===== config.mk =====
export PLATFORM = sky130hd
export DESIGN_NAME = fetch_unit_flat
export DESIGN_NICKNAME = d
export VERILOG_FILES = /design/src/rtl/cpu_pkg.sv /design/src/rtl/cpu_if.sv /design/src/rtl/fetch_unit.sv /design/src/flat_wrapper.sv
export VERILOG_INCLUDE_DIRS = /design/src /design/src/rtl
export SDC_FILE = /design/constraint.sdc
export NUM_CORES = 2
export LEC_CHECK = 0
export BUFFER_PORTS_ARGS = -buffer_cell sky130_fd_sc_hd__buf_4
export CAP_MARGIN = 5
export CELL_PAD_IN_SITES_DETAIL_PLACEMENT = 1
export CELL_PAD_IN_SITES_GLOBAL_PLACEMENT = 2
export CORE_ASPECT_RATIO = 0.8
export CORE_UTILIZATION = 30
export DETAILED_ROUTE_END_ITERATION = 10
export PLACE_DENSITY_LB_ADDON = 0.1
export SYNTH_ARGS = -nofsm -noshare
export SYNTH_HDL_FRONTEND = slang
export SYNTH_SLANG_ARGS = --single-unit

===== constraint.sdc =====
create_clock -name clk -period 6.7 [get_ports clk]
set_clock_uncertainty 0.15 [all_clocks]
set_input_delay 0 -clock clk [delete_from_list [all_inputs] [get_ports clk]]
set_output_delay 0 -clock clk [all_outputs]
set_load 0.01 [all_outputs]

===== src/rtl/cpu_defines.svh =====
`ifndef CPU_DEFINES_SVH
`define CPU_DEFINES_SVH

// datapath and register width
`define CPU_XLEN 16

// architectural registers r0..r15
`define CPU_NREGS 16

// instruction memory size in 16-bit words
`define CPU_IMEM_DEPTH 256

// data memory size in 16-bit words
// both memories index with byte address bits above bit 0
`define CPU_DMEM_DEPTH 256

`endif


===== src/rtl/cpu_pkg.sv =====
package cpu_pkg;

	// major opcode in instr[15:12]
	// codes 3, 7 and D are unused and fall through as no-ops
	typedef enum logic [3:0] {
		OP_ADD = 4'h0,
		OP_SUB = 4'h1,
		OP_XOR = 4'h2,
		OP_SLL = 4'h4,
		OP_SRA = 4'h5,
		OP_ROR = 4'h6,
		OP_LW  = 4'h8,
		OP_SW  = 4'h9,
		OP_LLB = 4'hA,
		OP_LHB = 4'hB,
		OP_B   = 4'hC,
		OP_PCS = 4'hE,
		OP_HLT = 4'hF
	} opcode_e;

	// operation performed by the ALU
	typedef enum logic [2:0] {
		ALU_ADD,
		ALU_SUB,
		ALU_XOR,
		ALU_SLL,
		ALU_SRA,
		ALU_ROR,
		// source 1 goes straight through
		ALU_PASS
	} alu_op_e;

	// source of the register write-back value
	typedef enum logic [1:0] {
		WB_ALU,
		WB_MEM,
		WB_PC2,
		WB_BYTE
	} wb_src_e;

	// condition flags
	typedef struct packed {
		logic z;
		logic v;
		logic n;
	} flags_t;

endpackage


===== src/rtl/cpu_if.sv =====
`timescale 1ns/1ps
`include "cpu_defines.svh"

// fetch block <-> execute block
interface fetch_if;
	logic [`CPU_XLEN-1:0] instr;
	logic [`CPU_XLEN-1:0] pc;
	// branch condition holds for the current B
	logic taken;
	// current instruction is HLT
	logic halt;

	modport fetch (
		output instr,
		output pc,
		input taken,
		input halt
	);

	modport exec (
		input instr,
		input pc,
		output taken,
		output halt
	);
endinterface



===== src/rtl/fetch_unit.sv =====
`timescale 1ns/1ps
`include "cpu_defines.svh"

module fetch_unit (
	input logic clk,
	input logic reset,
	input logic load_en,
	input logic [$clog2(`CPU_IMEM_DEPTH)-1:0] load_addr,
	input logic [`CPU_XLEN-1:0] load_data,
	fetch_if.fetch fif
);
	import cpu_pkg::*;

	localparam int XLEN = `CPU_XLEN;
	localparam int IAW = $clog2(`CPU_IMEM_DEPTH);

	// program storage
	logic [XLEN-1:0] imem [`CPU_IMEM_DEPTH];

	logic [XLEN-1:0] pc_q;
	logic [XLEN-1:0] pc_plus2;
	logic [XLEN-1:0] branch_off;
	logic [XLEN-1:0] pc_next;

	// program load only while the core is held in reset
	always_ff @(posedge clk) begin
		if (reset && load_en) begin
			imem[load_addr] <= load_data;
		end
	end

	// asynchronous read with the word index taken from the byte pc
	assign fif.instr = imem[pc_q[IAW:1]];
	assign fif.pc = pc_q;

	// 9-bit word offset becomes a byte offset
	assign branch_off = {{(XLEN-10){fif.instr[8]}}, fif.instr[8:0], 1'b0};
	assign pc_plus2 = pc_q + XLEN'(2);

	always_comb begin
		if (fif.halt) begin
			pc_next = pc_q;
		end else if (fif.taken) begin
			pc_next = pc_plus2 + branch_off;
		end else begin
			pc_next = pc_plus2;
		end
	end

	always_ff @(posedge clk) begin
		if (reset) begin
			pc_q <= '0;
		end else begin
			pc_q <= pc_next;
		end
	end

	// instructions stay halfword aligned
	a_pc_aligned: assert property (@(posedge clk) disable iff (reset)
		fif.pc[0] == 1'b0);

	// a halted core keeps its pc
	a_halt_hold: assert property (@(posedge clk) disable iff (reset)
		fif.halt |=> $stable(fif.pc));

endmodule


===== src/flat_wrapper.sv =====
// flat-port wrapper written by rule: the top's interface ports become plain ports
module fetch_unit_flat import cpu_pkg::*;
  (clk, reset, load_en, load_addr, load_data, fif_instr, fif_pc, fif_taken, fif_halt);
  fetch_if fif_i ();
  input logic clk;
  input logic reset;
  input logic load_en;
  input logic [$clog2(`CPU_IMEM_DEPTH)-1:0] load_addr;
  input logic [`CPU_XLEN-1:0] load_data;
  output wire logic [$bits(fif_i.instr)-1:0] fif_instr;
  output wire logic [$bits(fif_i.pc)-1:0] fif_pc;
  input wire logic [$bits(fif_i.taken)-1:0] fif_taken;
  input wire logic [$bits(fif_i.halt)-1:0] fif_halt;
  assign fif_instr = fif_i.instr;
  assign fif_pc = fif_i.pc;
  assign fif_i.taken = fif_taken;
  assign fif_i.halt = fif_halt;
  fetch_unit u_core (.clk(clk), .reset(reset), .load_en(load_en), .load_addr(load_addr), .load_data(load_data), .fif(fif_i));
endmodule

# After elaboration in Yosys (flattened, before gate mapping)
# Memory sizes are Yosys's and may differ from the RTL's. A register that Yosys moved wholly into a read port is not among the register bits.
# Cells that the tools add are included.
# word_totals
register_bits	16
latch_bits	0
mem_bits_rw	4096
mem_bits_ro	0
out_inout_bits	32
wordCells	10
mem_count	1
# classes
n_addsub	2
multipliers	0
div	0
n_lt_le_gt_ge	0
eq_ne	0
shifts	0
n_mux	5
n_bitwise	0
reduce_logical	1
# memory_table
memory	depth	width	rd	rd_clocked_by_memory_dff	write_ports	line_no	rtl
u_core.imem	256	16	1	1	1	fetch_unit.sv:18	logic [XLEN-1:0] imem [`CPU_IMEM_DEPTH];
# op_table
op	n
adder 16 bit	1
adder 16 x 2 -> 16 bit, second input constant	1
two-way mux 16 bit	1
two-way mux 8 bit	2
two-way mux 1 bit	2
logical AND 1 bit	1

# Depth between registers and ports, before layout
# depth
depth_word	5
ltp_mapped	20
depth_no_buf	16

# Least setup slack after synthesis
# Ideal clock, no wire load.
# synth_path
path_kind	register to register
start	reg with a tool-made name
end	reg u_core.pc_q[13] (netlist: u_core.fif.pc[13])
setup_ns	0.095
arrival_time_ns	4.882
required_ns	6.455
slack_ns	1.572
stages_incl_launch_ff	20
path_buffers	3
cell_sequence	dfxtp_1 -> buf_2 -> buf_2 -> buf_1 -> mux4_2 -> mux4_2 -> mux4_2 -> mux4_2 -> ha_1 -> inv_1 -> fa_1 -> nand2b_1 -> a21oi_1 -> o211ai_1 -> nand2_1 -> a211oi_1 -> nor2_1 -> xnor2_1 -> a21o_1 -> a221oi_1
# synth_lines
element	line_no	rtl
end signal, assigned	fetch_unit.sv:54	pc_q <= pc_next;
end, declared	fetch_unit.sv:20	logic [XLEN-1:0] pc_q;

==> summary.txt <==
GRT
  • Antenna violations before repair: 92
  • Number of global-route vias before repair: 76336
  • All-layer global routing usage: 19.0%
  • Total grt overflow: 0
  • Pin count of the biggest net entering global routing: 176
  • First-pass GRT wire length: 688 mm

Routing
  • DRT Pass-1 Iters: 8
  • Post-DRT Antenna Nets: 0
  • Vias/cell: 5.10
  • DR DRC count: 2
  • Wire per inst: 35.6 µm
  • Routed length on met2: 226 mm
  • Routed wl met3: 36.4 mm
  • Post-Route M1 WL: 233 mm
  • Vias: 73323
  • Initial DRC Count: 7588
  • Top sig layer: met5
  • DRT Wirelength: 512 mm

Clocking
  • CTS tree: yes
  • Root buf cell: clkbuf_16
  • Clock sinks: 4119
  • Clock transition at the registers of the reported paths: 60 ps
  • Cts bufs inserted: 436
  • CTS H-Tree Depth: 5
  • CTS max path bufs: 4
  • Clock insertion delay at the later pin of the skew report: 1030 ps

Finish
  • Fin nets: 7059
  • Synthesis-to-finish area growth: 17.3%
  • Cell area after layout: 186000 µm²
  • Final core occ: 35.4%
  • Layout cells sized above 1: 35.9%

Placement
  • Placed instance area: 171000 µm²
  • DPL Wire Length: 303 mm
  • Buffers added on ports: 59
  • Pre-CTS setup slack: 478 ps
  • Placer's final routability congestion estimate: 0.748

Floorplanning
  • IO Pins: 61
  • Core area: 525000 µm²
  • Starting Density: 30.1%
  • Die Area: 530000 µm²
  • Die Wd: 814 µm
  • Rows: 238
  • Die height: 651 µm

Yosys
  • Ys flop type: edfxtp_1
  • Number of flops mapped to enable cells by yosys: 4096
  • Yosys top cell by area: edfxtp_1
  • Syn Area/Cell: 24.8 µm²
  • Top cell type's share of synthesized area: 77.8%
  • Syn Nets: 6432
  • Seq cells post-synth: 4119
  • Register area share after synthesis: 78.1%
  • Synth Instances: 6387
  • Synth async-reset ratio: 0%
  • Post-Syn Area: 158000 µm²
  • Yosys cell types: 44
  • Synth warnings: 0
  • Synth top area cells: edfxtp_1, mux4_2, nor2_1, clkbuf_1, dfxtp_1

STA
  • Setup ws final: 319 ps
  • Fin. max-slew vios: 0
  • Tmin final: 6380 ps
  • Fmax: 157 MHz
  • Final Hold Fails: 0
  • Relative slew margins: 13.0%
  • Min Hold Slack: 31.7 ps
  • Worst Tran Pin Value: 1310 ps
  • Period utilization: 95.2%
  • Setup violations, final: 0

Outcome
  • Violated checks: DRC
  • Status: finished with violations

Critical path
  • Crit Path Category: flip-flop to flip-flop
  • Worst path arrival time: 7140 ps
  • Crit start category: flip-flop
  • CP Max Fanout: 32
  • Worst EP required: 7460 ps
  • Worst setup EP type: flip-flop

Power
  • Pwr Density: 351 nW/µm²
  • Total power: 65.1 mW
  • P_leak: 55.0 nW
  • Maximum vdd drop: 0.207 mV

Hold path
  • Hold crit path type: primary input to flip-flop
  • Hold wc startpoint: load_data[0]

Run
  • Maxcap violations: 0
-- critical path: stages, from the launching register on --
cell and delay, ps:
dfxtp_4 610, buf_12 270, buf_12 250, mux4_2 390, mux4_2 570, mux4_2 710
mux4_2 600, ha_1 350, a21o_1 200, a21oi_1 200, o21ai_0 260, a211oi_1 330
xor2_1 350, nand2_1 90, o21ai_0 130, a211oi_1 100, dlygate4sd3_1 600
-- final cells by class --
cell class | count | area [µm²]
inverter | 10 | 37.5
clock buffer | 563 | 11600
clock inverter | 238 | 2090
fill | 49751 | 339000
timing repair buffer | 546 | 5400
antenna | 50 | 125
sequential | 4119 | 123000
multi-input combinational | 1901 | 34200
tap | 6960 | 8710
-- stage by stage --
step | TNS (ps) | cells
5_1_grt | -4.31 | 14368
3_5_place_dp | 0 | 13464
4_1_cts | 0 | 14332
3_3_place_gp | 0 | 13464
6_report | 0 | 14387
2_1_floorplan | 0 | 6387
-- registers in the layout (all words and copies together), names as in the netlist, named ones only --
register,flops
u_core.imem,4096
u_core.fif.pc,15
-- layout by cell type, fill, tap and decap left out, types with 6 or more instances in the layout --
master,count
dfxtp_1,17
buf_4,398
nand3_1,18
buf_8,16
nand2_1,39
buf_16,10
xnor2_1,13
dlygate4sd3_1,55
a22o_1,8
diode_2,50
nand3_2,11
inv_1,9
dfxtp_4,6
and3_1,6
nor2_1,80
mux2i_1,14
edfxtp_1,4096
clkbuf_16,445
clkinvlp_4,12
a21oi_1,21
a22oi_1,10
ha_1,15
buf_12,66
xor2_1,11
clkinv_2,68
clkinv_1,103
nor3_1,7
nor2b_1,11
a211oi_1,13
clkbuf_1,119
nor2_4,96
nand4_1,10
inv_6,12
mux4_2,1342
nor2_2,117
bufinv_16,34
o21ai_0,14
-- cells by family (layout without fill, tap and decap cells) --
logic type,Yosys count,in the layout,share of synthesized area (%)
flops,4119,4119,78.1
mux,1357,1357,19.2
simple gates,419,419,1.10
buf+inv,367,1357,1.01
compound gates,84,84,0.355
xor+xnor,24,24,0.133
fa+ha+maj,16,16,0.131
other cells,1,51,0.00237
-- path summary, 6_finish.rpt --
| path | end | slack (ps) | cells after the start |
|---|---|---|---|
| hold reg to reg | u_core.fif.pc[14]$_SDFFE_PP0N_ | 430 | 2 |
| hold / removal | u_core.imem[96][0]$_DFFE_PP_ | 30 | 3 |
| setup / recovery | u_core.fif.pc[10]$_SDFFE_PP0N_ | 320 | 16 |
| setup reg to reg | u_core.fif.pc[10]$_SDFFE_PP0N_ | 320 | 16 |
-- synthesized netlist by cell type (all sizes together) (2+ instances only) --
cell type,number
a21oi,21
mux2i,14
a311oi,2
a211oi,14
nor2b,13
and2,5
mux4,1342
o21ai,14
nand2,42
edfxtp,4096
or3,5
and3,6
nand3,29
inv,10
xnor2,13
nand3b,2
dfxtp,23
o31ai,2
nand4,10
a22oi,10
nor2,293
nor3,7
xor2,11
clkbuf,197
a22o,8
buf,160
a21o,5
ha,15
a221oi,3
nand2b,4
-- where the power goes --
part	leakage (nW)	switching [mW]	internal (mW)
Combinational	11.4	7.51	5.22
Clock	6.64	10.3	13.4
Sequential	37.0	0.218	28.4
Total	55.0	18.0	47.0
-- routing by layer --
metal	vias to the layer above	global-route usage [%]
met5	-	0.417
met4	14	5.25
met3	626	4.53
met2	2164	28.4
met1	41371	27.7
li1	29148	-
-- repair_timing --
action                                  in CTS  in global routing
resized for setup                            0                  2
hold buffers                                67                  0
setup buffers                                0                  4
endpoints found under the setup margin       0                  1
endpoints found under the hold margin     5510                  0
No activity file was read; power rests on OpenSTA's default activity.
