--- src/rtl/cpu_defines.svh ---
`ifndef CPU_DEFINES_SVH
`define CPU_DEFINES_SVH

// datapath and register width
`define CPU_XLEN 16

// architectural registers r0..r15
`define CPU_NREGS 16

// instruction memory size in 16-bit words
`define CPU_IMEM_DEPTH 256

// data memory size in 16-bit words
// both memories index with byte address bits above bit 0
`define CPU_DMEM_DEPTH 256

`endif

--- src/rtl/cpu_pkg.sv ---
package cpu_pkg;

	// major opcode in instr[15:12]
	// codes 3, 7 and D are unused and fall through as no-ops
	typedef enum logic [3:0] {
		OP_ADD = 4'h0,
		OP_SUB = 4'h1,
		OP_XOR = 4'h2,
		OP_SLL = 4'h4,
		OP_SRA = 4'h5,
		OP_ROR = 4'h6,
		OP_LW  = 4'h8,
		OP_SW  = 4'h9,
		OP_LLB = 4'hA,
		OP_LHB = 4'hB,
		OP_B   = 4'hC,
		OP_PCS = 4'hE,
		OP_HLT = 4'hF
	} opcode_e;

	// operation performed by the ALU
	typedef enum logic [2:0] {
		ALU_ADD,
		ALU_SUB,
		ALU_XOR,
		ALU_SLL,
		ALU_SRA,
		ALU_ROR,
		// source 1 goes straight through
		ALU_PASS
	} alu_op_e;

	// source of the register write-back value
	typedef enum logic [1:0] {
		WB_ALU,
		WB_MEM,
		WB_PC2,
		WB_BYTE
	} wb_src_e;

	// condition flags
	typedef struct packed {
		logic z;
		logic v;
		logic n;
	} flags_t;

endpackage

--- src/rtl/cpu_if.sv ---
`timescale 1ns/1ps
`include "cpu_defines.svh"


// execute block <-> memory and write-back block
interface wb_if;
	logic [`CPU_XLEN-1:0] alu_result;
	// rd value of a SW
	logic [`CPU_XLEN-1:0] store_data;
	logic mem_read;
	logic mem_write;
	cpu_pkg::wb_src_e wb_src;
	logic reg_write;
	logic [$clog2(`CPU_NREGS)-1:0] dst;
	logic [7:0] imm8;
	// high byte merge for LHB, low byte for LLB
	logic byte_hi;
	logic [`CPU_XLEN-1:0] pc_plus2;
	logic [`CPU_XLEN-1:0] wb_data;

	modport exec (
		output alu_result,
		output store_data,
		output mem_read,
		output mem_write,
		output wb_src,
		output reg_write,
		output dst,
		output imm8,
		output byte_hi,
		output pc_plus2,
		input wb_data
	);

	modport wb (
		input alu_result,
		input store_data,
		input mem_read,
		input mem_write,
		input wb_src,
		input imm8,
		input byte_hi,
		input pc_plus2,
		output wb_data
	);
endinterface

--- src/rtl/mem_writeback.sv ---
`timescale 1ns/1ps
`include "cpu_defines.svh"

module mem_writeback (
	input logic clk,
	wb_if.wb wif
);
	import cpu_pkg::*;

	localparam int XLEN = `CPU_XLEN;
	localparam int DAW = $clog2(`CPU_DMEM_DEPTH);

	// data storage, contents undefined until stored
	logic [XLEN-1:0] dmem [`CPU_DMEM_DEPTH];

	logic [DAW-1:0] daddr;
	logic [XLEN-1:0] load_data;
	logic [XLEN-1:0] byte_merge;

	// word index from the byte address, wraps at the depth
	assign daddr = wif.alu_result[DAW:1];

	always_ff @(posedge clk) begin
		if (wif.mem_write) begin
			dmem[daddr] <= wif.store_data;
		end
	end

	// asynchronous read, quiet unless a load is active
	assign load_data = wif.mem_read ? dmem[daddr] : '0;

	// LHB replaces the high byte, LLB the low byte of the old rd
	assign byte_merge = wif.byte_hi ? {wif.imm8, wif.alu_result[7:0]}
		: {wif.alu_result[XLEN-1:8], wif.imm8};

	always_comb begin
		case (wif.wb_src)
			WB_MEM: wif.wb_data = load_data;
			WB_PC2: wif.wb_data = wif.pc_plus2;
			WB_BYTE: wif.wb_data = byte_merge;
			default: wif.wb_data = wif.alu_result;
		endcase
	end

endmodule

--- src/flat_wrapper.sv ---
// flat-port wrapper written by rule: the top's interface ports become plain ports
module mem_writeback_flat import cpu_pkg::*;
  (clk, wif_alu_result, wif_store_data, wif_mem_read, wif_mem_write, wif_wb_src, wif_imm8, wif_byte_hi, wif_pc_plus2, wif_wb_data);
  wb_if wif_i ();
  input logic clk;
  input wire logic [$bits(wif_i.alu_result)-1:0] wif_alu_result;
  input wire logic [$bits(wif_i.store_data)-1:0] wif_store_data;
  input wire logic [$bits(wif_i.mem_read)-1:0] wif_mem_read;
  input wire logic [$bits(wif_i.mem_write)-1:0] wif_mem_write;
  input wire logic [$bits(wif_i.wb_src)-1:0] wif_wb_src;
  input wire logic [$bits(wif_i.imm8)-1:0] wif_imm8;
  input wire logic [$bits(wif_i.byte_hi)-1:0] wif_byte_hi;
  input wire logic [$bits(wif_i.pc_plus2)-1:0] wif_pc_plus2;
  output wire logic [$bits(wif_i.wb_data)-1:0] wif_wb_data;
  assign wif_i.alu_result = wif_alu_result;
  assign wif_i.store_data = wif_store_data;
  assign wif_i.mem_read = wif_mem_read;
  assign wif_i.mem_write = wif_mem_write;
  assign wif_i.wb_src = wif_wb_src;
  assign wif_i.imm8 = wif_imm8;
  assign wif_i.byte_hi = wif_byte_hi;
  assign wif_i.pc_plus2 = wif_pc_plus2;
  assign wif_wb_data = wif_i.wb_data;
  mem_writeback u_core (.clk(clk), .wif(wif_i));
endmodule
--- config.mk ---
export PLATFORM = sky130hd
export DESIGN_NAME = mem_writeback_flat
export DESIGN_NICKNAME = d
export VERILOG_FILES = /design/src/rtl/cpu_pkg.sv /design/src/rtl/cpu_if.sv /design/src/rtl/mem_writeback.sv /design/src/flat_wrapper.sv
export VERILOG_INCLUDE_DIRS = /design/src /design/src/rtl
export SDC_FILE = /design/constraint.sdc
export NUM_CORES = 2
export LEC_CHECK = 0
export ABC_CLOCK_PERIOD_IN_PS = 5800
export BUFFER_PORTS_ARGS = -buffer_cell sky130_fd_sc_hd__buf_2
export CAP_MARGIN = 20
export CORE_MARGIN = 1
export CORE_UTILIZATION = 35
export CTS_BUF_LIST = sky130_fd_sc_hd__clkbuf_4 sky130_fd_sc_hd__clkbuf_8
export CTS_CLUSTER_DIAMETER = 100
export CTS_CLUSTER_SIZE = 40
export DETAILED_ROUTE_END_ITERATION = 6
export PLACE_DENSITY = 0.45
export SLEW_MARGIN = 20
export SYNTH_ARGS = -nofsm -noshare
export SYNTH_HDL_FRONTEND = slang
export SYNTH_SLANG_ARGS = --single-unit
--- constraint.sdc ---
create_clock -name clk -period 5.8 [get_ports clk]
set_input_delay 1.45 -clock clk [delete_from_list [all_inputs] [get_ports clk]]
set_output_delay 1.45 -clock clk [all_outputs]
set_load 0.1 [all_outputs]
# Word level (Yosys, flattened, before mapping)
# Memory sizes are Yosys's and may differ from the RTL's.
# Cells that the tools add are included.
# classes
mux,5
n_eq_ne,3
# op_table
cell,n
$pmux W16 S3,1
$mux W16,2
$eq A2 B2 Y1 const B,2
$eq A2 B1 Y1 const B,1
$mux W1,2
# totals
inputBits,62
wordCells,9
ram_bits,4096
output_inout_bits,16
ff_bits,0
memories,1
# memory_table
name,words,width,rd,rd_clocked_by_memory_dff,wr,line_no,source
u_core.dmem,256,16,1,0,1,mem_writeback.sv:14,logic [XLEN-1:0] dmem [`CPU_DMEM_DEPTH];

# Depth between registers and ports, before layout
# An unclocked memory read counts as a cell.
# logic_depth
depth_word,3
mapped_depth,12
ltp_nobuf,7

# Least setup slack after synthesis
# Ideal clock, no wire load.
# synth_timing
path_kind,input to output
startpoint,input port wif_alu_result[4]
endpoint,output port wif_wb_data[7]
path_slack_ns,-1.138
path_buffers,4
required_time_ns,4.350
arrival_ns,5.488
path_stages,11
path_cell_list,buf_2 > buf_2 > buf_2 > nor2_1 > clkbuf_1 > a22oi_1 > a21oi_1 > o21ai_0 > o211ai_1 > o22ai_1 > a221oi_1
# synth_via
elab_chain_cells,3
# synth_lines
element,line_no,source
from (decl),flat_wrapper.sv:6,input wire logic [$bits(wif_i.alu_result)-1:0] wif_alu_result;
$mem_v2 Z256 W16,n/a,
$mux W16,mem_writeback.sv:30,assign load_data = wif.mem_read ? dmem[daddr] : '0;
$pmux W16 S3,mem_writeback.sv:37,case (wif.wb_src)
to (decl),flat_wrapper.sv:14,output wire logic [$bits(wif_i.wb_data)-1:0] wif_wb_data;
# Every way passes these cells.

# Worst setup path after layout
# layout_timing
startpoint,input port wif_alu_result[2]
endpoint,output port wif_wb_data[2]
# layout_via
elab_chain_cells,3
elab_cells_between_ends,4
cone_classes,3 x mux; 1 x memory
# layout_lines
element,line_no
$mem_v2 Z256 W16,n/a
$mux W16,mem_writeback.sv:30
$pmux W16 S3 (*),mem_writeback.sv:37
# Mark *: on every way between the ends. The rest lies on a longest branch, timed or not.

==> impl_metrics.yaml <==
run_status:
  status: "finished with violations"
  violations: "DRC, setup timing"
detailed_routing:
  drtPass1Iterations: 7
  wirelength_um: 470100
  vias_per_cell: 5.424
  wl_per_cell_um: 33.05
  vias: 77160
  drtIter0Drc: 8138
  antenna_left: 0
  route.detailed.drc: 1
finish:
  largest_register_ffs: 4096
  nets: 8231
  largest-register: "u_core.dmem"
  area_growth_pct: 14.92
  top_regs: "u_core.dmem: 4096 flops"
  drive_above_1_share_pct: 33.70
  fin_area_um2: 181100
yosys:
  synth_area_leaders: "edfxtp_1, mux4_2, mux2i_1"
  avgSynthCellArea_um2: 21.99
  ys_warn_count: 0
  synth_top_area_share_pct: 78.03
  yosysMostFrequentCell: "edfxtp_1"
  synth_cells: 7168
  synth-seq-area-share_pct: 78.03
  ys_ff_latch: 4096
  syn_nets: 7230
  syn_area_um2: 157600
  synth-edff-count: 4096
  synth_top_area_cell: "edfxtp_1"
  synthTopCellsByCount: "edfxtp_1, mux4_2, mux2i_1, nor2_1, clkbuf_1"
  synthArstFlopShare_pct: 0
  synth_cell_types: 57
  synth_flop_cell: "edfxtp_1"
floorplan:
  dieArea_um2: 453000
  die_h_um: 673.1
  start_util_pct: 35.12
  rows: 246
  core_um2: 448800
  die_w_um: 673.1
  ios: 78
clock_network:
  cts_buffers: 145
  cts_buffer_depth: 4
  cts_tree: "yes"
  clock_sinks: 4096
  h-tree-depth: 4
  cts_hold_buf: 0
  clk_pin_slew_ns: 0.21
  cts_root_buf: "clkbuf_8"
placement:
  place_area_um2: 174400
  place_hpwl_um: 302000
  port_buffers: 77
  place.gp.congestion: 0.8501
setup_path:
  critical-path-top-delay-family: "buffers and inverters"
  cpPeakStageDelay_ns: 0.51
  path_cells: "buf_16, buf_16, buf_12, mux4_2, mux4_2, nand2_1, nand4_1, buf_4, or4_4, a31o_4, buf_12"
  cp.required_ns: 4.35
  worstSetupPathType: "input port to primary output"
  cpMaxStageDelayCell: "mux4_2"
  crit_arrival_ns: 4.90
  startpoint_type: "input port"
  cp_max_fo: 24
  end_kind: "primary output"
  cp-startpoint: "wif_alu_result[2]"
  path_buf_inv: 5
global_routing:
  grt_max_degree: 166
  first_global_vias: 78370
  globalRouteTotalUtil_pct: 20.26
  grt_pass1_wl_um: 646200
  antenna_found_initial: 26
  overflow: 0
min_path:
  hold_class: "input port to flip-flop"
  hp-start: "wif_store_data[9]"
timing:
  drv_slew: 0
  rsz0062_at_grt: "yes"
  worst_slew_pin_slew_ns: 1.263
  post-route-period-util_pct: 109.5
  setup_tns_ns: -6.645
  setup-violations-final: 16
  hold_violations: 0
  post-route-min-period_ns: 6.349
  fin_ws_ns: -0.5491
  slew_headroom_pct: 15.78
  fmax_mhz: 157.5
power_and_ir_drop:
  p_per_area_nw_per_um2: 270.8
  p_leak_nw: 56.72
  ir_drop_mv: 0.2520
flow_run:
  cap_violations: 0
kinds of logic (layout without fill, tap and decap cells):
| kind of cell | after synthesis | after routing | share of synthesized area, % |
|---|---|---|---|
| DFF | 4096 | 4096 | 78.03 |
| muxes | 1351 | 1351 | 15.45 |
| other | 0 | 7 | 0 |
| and+or+nand+nor | 606 | 606 | 1.806 |
| AOI/OAI and AO/OA | 665 | 665 | 3.217 |
| buffers and inverters | 450 | 1549 | 1.494 |
placed cells by master, fill, tap and decap left out, drive strengths merged, types with 7 or more instances in the layout:
cell type,synthesis,layout
mux2i,465,465
clkinv,1,32
o22a,13,13
diode,0,7
or4,12,12
buf,262,1287
a221oi,98,98
and2,14,14
nand2b,7,7
a22o,58,58
a211oi,51,51
clkbuf,183,165
a22oi,99,99
a21oi,39,39
bufinv,0,7
inv,4,47
mux2,23,23
o21ai,49,49
a2111oi,24,24
a31o,12,12
nand4,28,28
clkinvlp,0,9
nand3,53,53
a221o,15,15
edfxtp,4096,4096
nand2,72,72
nor2b,46,46
nor4,41,41
o211ai,7,7
nor2,278,278
a32oi,13,13
a31oi,31,31
nor3,33,33
mux4,863,863
o22ai,114,114
and3,9,9
o221ai,27,27
timing repair:
action,in CTS,in global routing
endpoints found under the setup margin,16,16
gates cloned,5,9
gates resized for setup,209,154
setup buffers,35,96
pin swaps,31,62
metrics by stage:
stage               utilization (%)  total power (W)  std cells  hold slack (ns)  setup slack [ns]
floorplan                         -          0.03489       7168            1.549            0.1720
global placement              38.87          0.03706      13830            1.725            -1.312
detailed placement            38.87          0.03710      13830            1.730            -1.294
CTS                           39.95          0.04933      14120           0.4130           -0.6254
global route                  40.36          0.05040      14220           0.4956           -0.5563
finish                        40.36          0.04905      14230           0.5627           -0.5491
final timing paths:
path                                        to  slack, ns  cells after the start
setup / recovery                wif_wb_data[2]      -0.55                     11
hold / removal    u_core.dmem[14][9]$_DFFE_PP_       0.56                      1
final cells by class:
type	instances	area (um^2)
Antenna cell	7	17.52
Clock buffer	155	2090
Sequential cell	4096	123000
Fill cell	39770	267600
Inverter	5	23.77
Timing Repair Buffer	1299	13080
Clock inverter	90	1202
Tap cell	5952	7447
Multi-Input combinational cell	2622	34280
power by group:
part / switching [W] / internal [W] / leakage (nW) / total (W)
Clock: 0.00925 / 0.00311 / 1.63 / 0.0124
Sequential: 0.0000133 / 0.0326 / 36.8 / 0.0326
Combinational: 0.00245 / 0.00163 / 18.3 / 0.00408
routing by layer:
metal	routed length, um	track usage, %
met3	22370	2.195
met2	233200	34.22
met1	204300	28.44
met4	10270	4.338
met5	11	0
(Power assumes the default switching activity.)
